===== src/source/cnn_defs.svh =====
`ifndef CNN_DEFS_SVH
`define CNN_DEFS_SVH

// pixel, weight, bias and result width
`define CNN_DWIDTH 16

// wide enough for nine 16x16 products
`define CNN_AWIDTH 36

`define CNN_KERN   3  // kernel edge
`define CNN_NPARAM 10 // nine weights, then bias
`define CNN_POOL   4  // results per pool group
`define CNN_QWIDTH 5  // requant shift field

`endif


===== src/source/cnn_pkg.sv =====
`include "cnn_defs.svh"

package cnn_pkg;

  typedef logic signed [`CNN_DWIDTH-1:0] data_t;
  typedef logic signed [`CNN_AWIDTH-1:0] acc_t;

  // parameter slot, 0..8 weights, 9 bias
  typedef logic [$clog2(`CNN_NPARAM)-1:0] pidx_t;

  typedef logic [$clog2(`CNN_POOL)-1:0] phase_t;
  typedef logic [`CNN_QWIDTH-1:0]       qbits_t;

  typedef enum logic [1:0] {
    IDLE,
    LOAD,
    RUN
  } ctrl_state_t;

endpackage


===== src/source/cnn_ctrl.sv =====
`include "cnn_defs.svh"

module cnn_ctrl
  import cnn_pkg::*;
  ( input         clk
  , input         arst_n
  , input         load_start
  , input         param_valid
  , input         window_valid
  , input  pidx_t param_idx
  , output logic  weight_we
  , output logic  bias_we
  , output logic  idx_inc
  , output logic  idx_clr
  , output logic  window_accept
  , output logic  busy
  );

  ctrl_state_t state;
  ctrl_state_t state_next;
  logic        param_take;
  logic        last_param;

  // a strobe together with load_start is dropped
  assign param_take = (state == LOAD) && param_valid && !load_start;
  assign last_param = param_idx == pidx_t'(`CNN_NPARAM - 1);

  assign weight_we = param_take && !last_param;
  assign bias_we   = param_take && last_param; // bias is the tenth word
  assign idx_inc   = weight_we || bias_we;
  assign idx_clr   = load_start;

  assign window_accept = (state == RUN) && window_valid && !load_start;
  assign busy          = state == LOAD;

  always_comb begin
    state_next = state;
    case (state)
      IDLE: state_next = IDLE;
      LOAD: if (bias_we) state_next = RUN;
      RUN:  state_next = RUN;
      default: state_next = IDLE;
    endcase
    if (load_start)
      state_next = LOAD; // restart from anywhere
  end

  always_ff @(posedge clk or negedge arst_n) begin
    if (!arst_n)
      state <= IDLE;
    else
      state <= state_next;
  end

  a_one_write: assert property (@(posedge clk) disable iff (!arst_n)
    !(weight_we && bias_we));

endmodule


===== config.mk =====
export PLATFORM = sky130hd
export DESIGN_NAME = cnn_ctrl
export DESIGN_NICKNAME = d
export VERILOG_FILES = /design/src/source/cnn_pkg.sv /design/src/source/cnn_ctrl.sv
export VERILOG_INCLUDE_DIRS = /design/src /design/src/source
export SDC_FILE = /design/constraint.sdc
export NUM_CORES = 1
export LEC_CHECK = 0
export ABC_AREA = 0
export BUFFER_PORTS_ARGS = -buffer_cell sky130_fd_sc_hd__buf_2
export CORE_AREA = 2 2 39 41
export CTS_CLUSTER_DIAMETER = 40
export DETAILED_ROUTE_END_ITERATION = 8
export DIE_AREA = 0 0 41 43
export GPL_ROUTABILITY_DRIVEN = 0
export GPL_TIMING_DRIVEN = 0
export SLEW_MARGIN = 40
export SYNTH_ARGS = -nofsm -noshare
export SYNTH_HDL_FRONTEND = slang
export SYNTH_SLANG_ARGS = --single-unit

===== constraint.sdc =====
create_clock -name clk -period 1.65 [get_ports clk]
set_clock_uncertainty 0.15 [all_clocks]
set_input_delay 0.33 -clock clk [delete_from_list [all_inputs] [get_ports clk]]
set_output_delay 0.33 -clock clk [all_outputs]
set_load 0.03 [all_outputs]

== Yosys cells after proc, flatten, opt, wreduce, memory -nomap -nowiden ==
Index checks and enable logic that the tools add are counted.

* Eq/ne operators: 4
* Multiplexer cells: 3
* Reduce and logical (&&, ||, !) cells: 9

{| class="wikitable"
|+ Operators with widths
! kind !! number
|-
| logical AND 1 bit || 6
|-
| == test 4 bit, second input constant || 1
|-
| two-way mux 2 bit || 2
|-
| one-hot mux 2 bit (2 select lines) || 1
|-
| != test 3 bit, second input constant || 1
|-
| == test 2 x 1 -> 1 bit, second input constant || 1
|-
| == test 2 bit, second input constant || 1
|-
| zero test 1 bit || 2
|-
| logical OR 1 bit || 1
|}

* Flip-flop bits (word level): 2
* Bits of input ports: 9
* Output and inout port bits: 6
* Word-level logic and storage cells: 17

== Logic depth before layout (Yosys ltp) ==
Gate-level depths: netlist (run 1).

* Depth in word-level cells: 7
* Gate-level depth with buffers: 5
* Depth with buffers taken out: 5

== Worst setup path after synthesis (run 1) ==
No wires, ideal clock.

* Kind: register to output
* From: register state[1]
* To: output weight_we
* Arrival time: 1.694 ns
* Data required time: 1.170 ns
* Path slack: -0.524 ns
* Cell stages (with the launch flop): 6
* Path buffers: 0
* Cell sequence: dfrtp_1 -> inv_1 -> ha_1 -> nand2_1 -> nor2_1 -> and2_2

* Cells in the longest elaborated chain, start to end: 4

{| class="wikitable"
|+ RTL lines
! element !! RTL line !! text
|-
| start: declaration || cnn_ctrl.sv:19 || <nowiki>ctrl_state_t state;</nowiki>
|-
| start signal: assignment || cnn_ctrl.sv:52 || <nowiki>state <= state_next;</nowiki>
|-
| == test 2 x 1 -> 1 bit || n/a ||
|-
| via busy || cnn_ctrl.sv:16 || <nowiki>, output logic busy</nowiki>
|-
| logical AND 1 bit (2 in a row) || cnn_ctrl.sv:25 || <nowiki>assign param_take = (state == LOAD) && param_valid && !load_start;</nowiki>
|-
| logical AND 1 bit || cnn_ctrl.sv:28 || <nowiki>assign weight_we = param_take && !last_param;</nowiki>
|-
| end: declaration || cnn_ctrl.sv:11 || <nowiki>, output logic weight_we</nowiki>
|}

The timed path passes the listed nets, and every way through them passes these cells.

== Worst setup path in the final report (run 1) ==
* From: register state[1]
* To: output weight_we

* Cells in the longest elaborated chain, start to end: 4

{| class="wikitable"
|+ RTL lines
! element !! RTL line
|-
| == test 2 x 1 -> 1 bit || cnn_ctrl.sv:25
|-
| logical AND 1 bit (2 in a row) || cnn_ctrl.sv:25
|-
| logical AND 1 bit || cnn_ctrl.sv:28
|}

No other way between the ends.

==> impl_results.md, run 1 <==
- Layout cell share with drive strength beyond 1: between 70% and 80%
- DR iter-0 viols: 2
- # clock sinks: 2
- Chip Width: slightly above 40 µm
- WHS Path Cells: 2
- Post-synth top area cell: dfrtp_1
- CP Data Required Time: 1170 ps
- RSZ-0062 raised after global routing: true
- # rows: 14
- CTS H-tree depth: 1
- Power Total: around 0.40 mW
- Fin cells: 56
- GRT Total Usage: ~6.3%
- Mean Syn Cell Area: 9.68 µm²
- Reg clk slew, reported paths: 30 ps
- Final ANT Viol Nets: 0
- Seq/Total Area, Yosys: about 27%
- Post-Syn Area: roughly 180 µm²
- Final setup violation count: 1
- Max reg flops: 2
- Die H: roughly 43 µm
- Startpoint of the worst hold path: load_start
- Slew HR: between 80% and 90%
- Pre-antenna DRT Iters: 4
- Regs by FF count: state: 2 flops
- CTS root buf: clkbuf_4
- Total gr overflow: 0
- Post-DP HPWL: roughly 360 µm
- Final max-slew violation count: 0
- Core area: between 1000 and 1500 µm²
- Synth-to-layout area growth: 109%
- Largest cells by area after synthesis: dfrtp_1 (27%), nand4bb_4 (15%), ha_1 (14%), a211oi_2 (6.8%), inv_1 (6.1%)
- Period utilization: 102%
- TritonCTS clock tree: built
- Critical path peak fanout: 3
- PortBufs: 14
- Final net count: 53
- Setup TNS Final: -40.4 ps
- Deepest clock path buffer count: 2
- Placed cell count: 49
- Final WL: 409 µm
- First-pass GRT wire length: around 670 µm
- Synth warn: 0
- Wire length per cell: 7.30 µm
- Slew @ Worst Pin: approximately 200 ps
- Die area: 1760 µm²
- Status: complete, but fails checks
- Cells on worst reg2reg path: 4
- Violated checks: negative setup slack
- Initial antenna violation count: 0
- Vias in the first global route: ~180
- Initial Util: 13.3%
- Worst setup EP type: output pin
- Antenna diodes: 0
- Fin. Hold Viols: 0
- Most common cell after layout, fill and taps aside: buf_2
- Clk_lat worst skew: about 220 ps
- Syn Inst Count: 19
- Ports: 15
- Commonest non-fill, non-tap cells in the layout: buf_2 (11), buf_4 (5), clkbuf_4 (3)
- Pwr/cell area: slightly above 1000 nW/µm²
- Core Util, Final: 27.8%
- Cts bufs inserted: 3
- Synth unique cells: 13
- FMAX: slightly below 0.6 GHz
- Via density: 3.79
- Pin count of the biggest net entering global routing: 7
- Critical register-to-register path startpoint: state[0]
- Biggest register: state
- Max cap viols: 0
- FF-to-FF End: state[1]
- Top cell type's share of synthesized area: a little over a quarter
- R2r setup slk: 400 ps
- Vias: around 210
- Syn_nets: 30
- Min-delay worst type: input port to flip-flop
- #FFs+latches synth: 2
- VDD IR max: around 0.00038 V
- Residual DRC: 0
- Sink of the worst hold path: state[1]
- Leak pwr: 0.199 nW
- Startpoint Class: flip-flop
- Crit path DAT: ~1200 ps
- Final worst path period need: between 1500 and 2000 ps
- Final WS setup: -40.4 ps
- WS Path Type: flip-flop to output pin
==> worst max-delay path by stage <==
stage / from / end / slack [ps]
after CTS: state[1] / weight_we / -60
final: state[1] / weight_we / -40
after global placement: state[1] / weight_we / 100
after floorplan: state[1] / weight_we / -3
after global routing: state[1] / weight_we / -110
after detailed placement: state[1] / weight_we / 80
==> critical path: stages, from the launching register on <==
cell and delay, ps:
dfrtp_1 370, inv_2 80, ha_4 140, nand2_4 60, nor2_4 80, and2_4 140, buf_6 120
==> cell usage after synthesis (all sizes together) <==
cell type	count
dfrtp	2
a211oi	1
nor3	1
and2	1
ha	2
inv	3
o21bai	1
nand4bb	1
o21ai	1
buf	1
nand2	2
o211a	1
nor2	2
==> report_power, final <==
| part | internal, mW | total [mW] | switching (mW) | leakage (nW) |
|---|---|---|---|---|
| clock network | 0.0801 | 0.107 | 0.0266 | 0.0138 |
| logic | 0.106 | 0.216 | 0.110 | 0.161 |
| registers | 0.0623 | 0.0730 | 0.0107 | 0.0237 |
| total | 0.248 | 0.396 | 0.147 | 0.199 |
==> layer usage <==
layer	vias up	track usage [%]	routed length, µm
li1	108	-	-
met2	9	8.44	215
met1	95	5.81	156
met3	0	4.71	37
met5	-	0	0
met4	0	6.00	0
==> logic make-up (layout without fill, tap and decap cells) <==
kind of cell	Yosys count	count (layout)	share of synthesized area (%)
adders and majority gates	2	2	13.6
buffers and inverters	4	25	10.2
DFF	2	2	27.2
and+or+nand+nor	7	7	29.9
AOI/OAI and AO/OA	4	4	19.0
==> stage by stage <==
step	setup slack, ps	hold WS, ps	area (µm²)
CTS	-64.8	242	369
detailed placement	81.5	-31.8	314
global route	-114	246	384
finish	-40.4	241	384
floorplan	-3.47	-116	224
global placement	102	-32.5	314
==> cell type report <==
| type | count | area, µm² |
|---|---|---|
| Clock buffer | 3 | 22.5 |
| Timing Repair Buffer | 18 | 118 |
| Tap cell | 16 | 20.0 |
| Sequential cell | 2 | 50.0 |
| Fill cell | 146 | 1000 |
| Inverter | 3 | 11.3 |
| Multi-Input combinational cell | 13 | 155 |
| Buffer | 1 | 7.51 |
==> what timing repair did <==
action | 4_1_cts | 5_1_grt
setup endpoints to repair | 4 | 4
resized for setup | 5 | 0
pin swaps | 3 | 0
hold buffers | 1 | 0
setup buffers | 1 | 2
endpoints found under the hold margin | 2 | 0
Note: power is estimated with default switching activity, not from simulation.
==> inputs of run 2 (changes only) <==
--- a/config.mk
+++ b/config.mk
@@ -14,6 +14,7 @@
 export DIE_AREA = 0 0 41 43
 export GPL_ROUTABILITY_DRIVEN = 0
 export GPL_TIMING_DRIVEN = 0
+export RECOVER_POWER = 100
 export SLEW_MARGIN = 40
 export SYNTH_ARGS = -nofsm -noshare
 export SYNTH_HDL_FRONTEND = slang
==> impl_results.md, run 2 (same netlist as run 1, synthesis figures left out) <==
- Status: complete, but fails checks (unchanged)
- Violated checks: negative setup slack (unchanged)
- CTS H-tree depth: 1 (unchanged)
- Core area: 1380 µm² (unchanged)
- Slew @ Worst Pin: 299 ps (was 202 ps)
- Pin count of the biggest net entering global routing: 7 (unchanged)
- Slew HR: 79.8% (was 86.4%)
- Crit path cell chain: inv_2 -> ha_4 -> nand2_4 -> nor2_4 -> and2_4 -> buf_6 (unchanged)
- Pwr/cell area: 1030 nW/µm² (about the same)
- Commonest non-fill, non-tap cells in the layout: buf_2 (10), buf_4 (5), clkbuf_4 (3) (was buf_2 (11), buf_4 (5), clkbuf_4 (3))
- DP Worst Slack: 81.5 ps (unchanged)
- Regs by FF count: state: 2 flops (unchanged)
- Clk_lat worst skew: 220 ps (about the same)
- Metal2 WL: 209 µm (was 215 µm)
- Startpoint Class: flip-flop (unchanged)
- Fin cells: 56 (unchanged)
- Final setup violation count: 1 (unchanged)
- Antenna diodes: 0 (unchanged)
- Die H: 43 µm (unchanged)
- Final WS setup: -39.9 ps (was -40.4 ps)
- CP max stage cell: dfrtp_1 (unchanged)
- Initial antenna violation count: 0 (unchanged)
- Via density: 3.71 (was 3.79)
- CTS root buf: clkbuf_4 (unchanged)
- First-pass GRT wire length: 669 µm (unchanged)
- Crit path max-delay family: flip-flops (unchanged)
- Reg clk slew, reported paths: 30 ps (about the same)
- Max reg flops: 2 (unchanged)
- Core Util, Final: 27.7% (was 27.8%)
- Cts bufs inserted: 3 (unchanged)
- DRT met1 WL: 159 µm (was 156 µm)
- Synth-to-layout area growth: 108% (was 109%)
- Power Total: 0.394 mW (was 0.396 mW)
- Pre-antenna DRT Iters: 1 (was 4)
- Vias in the first global route: 182 (unchanged)
- Final worst path period need: 1690 ps (about the same)
- Ports: 15 (unchanged)
- Setup TNS Final: -39.9 ps (was -40.4 ps)
- Vias: 208 (was 212)
- Placed inst area: 314 µm² (unchanged)
- Crit path DAT: 1210 ps (about the same)
- Period utilization: 102% (about the same)
- GRT Total Usage: 6.33% (unchanged)
- PortBufs: 14 (unchanged)
- DR top layer: met3 (unchanged)
- Deepest clock path buffer count: 2 (unchanged)
- TritonCTS clock tree: built (unchanged)
- CP Buf/Inv Count: 2 (unchanged)
- Most common cell after layout, fill and taps aside: buf_2 (unchanged)
- Residual DRC: 0 (unchanged)
- FMAX: 0.592 GHz (about the same)
- DR WL met3: 37 µm (unchanged)
- Final ANT Viol Nets: 0 (unchanged)
- Max cap viols: 0 (unchanged)
- Layout cell share with drive strength beyond 1: 70.0% (was 72.5%)
- CP max stage delay: 370 ps (about the same)
- Placed cell count: 49 (unchanged)
- WS Path Type: flip-flop to output pin (unchanged)
- Fin. Hold Viols: 0 (unchanged)
- Critical path peak fanout: 3 (unchanged)
- Chip Width: 41 µm (unchanged)
- Multi-input logic area: 155 µm² (unchanged)
- Sequential cell area: 50.0 µm² (unchanged)
- Worst setup EP type: output pin (unchanged)
- Design area: 383 µm² (was 384 µm²)
- Wire length per cell: 7.25 µm (was 7.30 µm)
- Total gr overflow: 0 (unchanged)
- Initial Util: 13.3% (unchanged)
- Die area: 1760 µm² (unchanged)
- Final WL: 406 µm (was 409 µm)
- RSZ-0062 raised after global routing: true (unchanged)
- # rows: 14 (unchanged)
- Final max-slew violation count: 0 (unchanged)
- WHS: 241 ps (about the same)
- Biggest register: state (unchanged)
- Final net count: 53 (unchanged)
- VDD IR max: 0.000380 V (was 0.000381 V)
- Number of fill cells: 147 (was 146)
- CP Data Required Time: 1170 ps (about the same)
- # clock sinks: 2 (unchanged)
- Min-delay worst type: input port to flip-flop (unchanged)
- Post-DP HPWL: 355 µm (unchanged)
- Leak pwr: 0.196 nW (was 0.199 nW)
- DR iter-0 viols: 0 (was 2)
run 2: cell types whose count changed in the layout (fill, tap and decap cells not counted):
| cell | before | now |
|---|---|---|
| buf_2 | 11 | 10 |
| o21ai_1 | 1 | 0 |
| clkbuf_1 | 0 | 1 |
| o21ai_0 | 0 | 1 |
run 2: routing by layer:
layer | GRT usage [%] | vias to the layer above
met3 | 4.71 | 0
met4 | 6.00 | 0
met2 | 8.44 | 9
met5 | 0 | -
met1 | 5.81 | 91
li1 | - | 108
run 2: power by group:
part | total [mW] | switching, mW | internal (mW)
clock | 0.107 | 0.0264 | 0.0801
combinational | 0.215 | 0.109 | 0.105
sequential | 0.0730 | 0.0107 | 0.0623
total | 0.394 | 0.147 | 0.247
run 2: cell type report:
cell class	count	area share [%]
buffer	1	1.96
sequential	2	13.1
multi-input combinational	13	40.5
timing repair buffer	18	30.4
clock buffer	3	5.88
inverter	3	2.94
tap	16	5.23
run 2: worst paths after layout:
path | end | slack (ps) | startpoint | depth (start not counted)
min in group asynchronous | state[1] | 270 | arst_n | 2
hold / removal | state[1] | 240 | load_start | 2
hold reg to reg | state[0] | 480 | state[0] | 2
setup / recovery | weight_we | -40 | state[1] | 6
max in group asynchronous | state[0] | 950 | arst_n | 2
setup reg to reg | state[1] | 360 | state[1] | 5
run 2: timing repair:
item                                    CTS  global route
hold buffers                              1             0
endpoints found under the hold margin     2             0
endpoints found under the setup margin    4             4
resized for setup                         5             0
pin swaps                                 3             0
buffers inserted                          1             2
==> inputs of run 3 (changes only) <==
--- a/config.mk
+++ b/config.mk
@@ -15,6 +15,7 @@
 export GPL_ROUTABILITY_DRIVEN = 0
 export GPL_TIMING_DRIVEN = 0
 export RECOVER_POWER = 100
+export SETUP_SLACK_MARGIN = 0.15
 export SLEW_MARGIN = 40
 export SYNTH_ARGS = -nofsm -noshare
 export SYNTH_HDL_FRONTEND = slang
==> impl_results.md, run 3 (same netlist as run 1, synthesis figures left out) <==
- Status: complete, but fails checks (unchanged)
- Violated checks: negative setup slack (unchanged)
- Layout cell share with drive strength beyond 1: 70.0% (unchanged)
- PortBufs: 14 (unchanged)
- First-pass GRT wire length: 676 µm (was 669 µm)
- Metal2 WL: 245 µm (was 209 µm)
- Most common cell after layout, fill and taps aside: buf_2 (unchanged)
- Final WS setup: -40.4 ps (was -39.9 ps)
- DR WL met3: 35 µm (was 37 µm)
- Final max-slew violation count: 0 (unchanged)
- Crit path DAT: 1210 ps (about the same)
- Ports: 15 (unchanged)
- # rows: 14 (unchanged)
- CTS H-tree depth: 1 (unchanged)
- Synth-to-layout area growth: 112% (was 108%)
- FF-to-FF End: state[1] (unchanged)
- R2r setup slk: 350 ps (was 360 ps)
- Critical register-to-register path startpoint: state[1] (unchanged)
- Deepest clock path buffer count: 2 (unchanged)
- Biggest register: state (unchanged)
- Fin cells: 56 (unchanged)
- Sink of the worst hold path: state[1] (unchanged)
- Antenna diodes: 0 (unchanged)
- DP Worst Slack: 90.2 ps (was 81.5 ps)
- Startpoint of the worst hold path: load_start (unchanged)
- Clk pwr share: 26.2% (was 27.0%)
- Regs by FF count: state: 2 flops (unchanged)
- Fin. Hold Viols: 0 (unchanged)
- Pre-antenna DRT Iters: 1 (unchanged)
- GRT Total Usage: 6.93% (was 6.33%)
- Reg clk slew, reported paths: 30 ps (about the same)
- Worst setup EP type: output pin (unchanged)
- FMAX: 0.592 GHz (about the same)
- Setup TNS Final: -40.4 ps (was -39.9 ps)
- Chip Width: 41 µm (unchanged)
- Residual DRC: 0 (unchanged)
- Total gr overflow: 0 (unchanged)
- Placed inst area: 314 µm² (unchanged)
- Final worst path period need: 1690 ps (about the same)
- Net Sw Power: 0.151 mW (was 0.147 mW)
- Vias: 213 (was 208)
- TritonCTS clock tree: built (unchanged)
- Period utilization: 102% (about the same)
- Max reg flops: 2 (unchanged)
- Slew @ Worst Pin: 296 ps (was 299 ps)
- Final WL: 451 µm (was 406 µm)
- Final net count: 53 (unchanged)
- CTS root buf: clkbuf_4 (unchanged)
- DRT met1 WL: 157 µm (was 159 µm)
- Vias in the first global route: 183 (was 182)
- Slew HR: 80.0% (was 79.8%)
- WS Path Type: flip-flop to output pin (unchanged)
- Wire length per cell: 8.05 µm (was 7.25 µm)
- Critical path peak fanout: 2 (was 3)
- Via density: 3.80 (was 3.71)
- Cells on worst reg2reg path: 5 (unchanged)
- Core area: 1380 µm² (unchanged)
- WHS: 238 ps (was 241 ps)
- Final setup violation count: 1 (unchanged)
- Die area: 1760 µm² (unchanged)
- DR iter-0 viols: 0 (unchanged)
- P_int: 0.258 mW (was 0.247 mW)
- Post-DP HPWL: 346 µm (was 355 µm)
- Pin count of the biggest net entering global routing: 7 (unchanged)
- Min-delay worst type: input port to flip-flop (unchanged)
- Sw frac: 36.9% (was 37.2%)
- Final ANT Viol Nets: 0 (unchanged)
- WHS Path Cells: 2 (unchanged)
- VDD IR max: 0.000225 V (was 0.000380 V)
- # clock sinks: 2 (unchanged)
- Pwr/cell area: 1050 nW/µm² (was 1030 nW/µm²)
- Die H: 43 µm (unchanged)
- Startpoint Class: flip-flop (unchanged)
- DR top layer: met4 (was met3)
- Max cap viols: 0 (unchanged)
- Logic pwr share: 56.2% (was 54.4%)
- Commonest non-fill, non-tap cells in the layout: buf_2 (9), buf_4 (5), clkbuf_4 (3), buf_6 (3) (was buf_2 (10), buf_4 (5), clkbuf_4 (3))
- Placed cell count: 49 (unchanged)
- Design area: 389 µm² (was 383 µm²)
- Share of power burned in registers: 17.6% (was 18.5%)
- Cts bufs inserted: 3 (unchanged)
- Clk_lat worst skew: 220 ps (about the same)
- Initial antenna violation count: 0 (unchanged)
- RSZ-0062 raised after global routing: true (unchanged)
- Initial Util: 13.3% (unchanged)
- CP Data Required Time: 1170 ps (about the same)
- Leak pwr: 0.198 nW (was 0.196 nW)
run 3: cell counts in the layout (fill, tap and decap cells not counted):
Identical to the previous run, type by type.
run 3: cell type report:
cell class,instances,area [µm²]
timing repair buffer,18,123
clock buffer,3,22.5
fill,157,995
buffer,1,7.51
multi-input combinational,13,155
tap,16,20.0
inverter,3,11.3
sequential,2,50.0
run 3: timing repair:
action	CTS	global route
endpoints found under the hold margin	2	0
endpoints found under the setup margin	5	5
pin swaps	3	0
setup buffers	2	1
hold buffers	1	0
gates resized for setup	7	0
run 3: metrics by stage:
step | power, mW | util [%]
finish | 0.409 | 28.1
global route | 0.446 | 28.1
CTS | 0.409 | 27.7
detailed placement | 0.253 | 22.7
global placement | 0.250 | 22.7
floorplan | 0.217 | -
run 3: power groups by stage:
stage          clock (mW)  combinational [mW]  sequential [mW]
3_5_place_dp            0               0.179           0.0744
6_report            0.107               0.230           0.0721
5_1_grt             0.122               0.252           0.0726
2_1_floorplan           0               0.145           0.0720
3_3_place_gp            0               0.177           0.0735
4_1_cts             0.117               0.219           0.0728
run 3: worst max path at each step:
| stage | start | endpoint | slack [ps] | cells after the start |
|---|---|---|---|---|
| 2_1_floorplan | state[1] | weight_we | -3 | 5 |
| 3_3_place_gp | state[1] | weight_we | 100 | 6 |
| 3_5_place_dp | state[1] | weight_we | 90 | 6 |
| 4_1_cts | state[1] | weight_we | -50 | 6 |
| 5_1_grt | state[1] | weight_we | -100 | 6 |
| 6_report | state[1] | weight_we | -40 | 6 |
run 3: worst max-delay path: stages (launching register included):
cell and delay (ps):
dfrtp_1 370, inv_2 80, ha_4 140, nand2_4 60
nor2_4 80, and2_4 140, buf_6 120
run 3: per-layer routing:
metal | up-vias | global-route usage (%)
met5 | - | 0
met3 | 2 | 4.71
met1 | 95 | 4.50
met2 | 8 | 9.69
met4 | 0 | 10.0
li1 | 108 | -
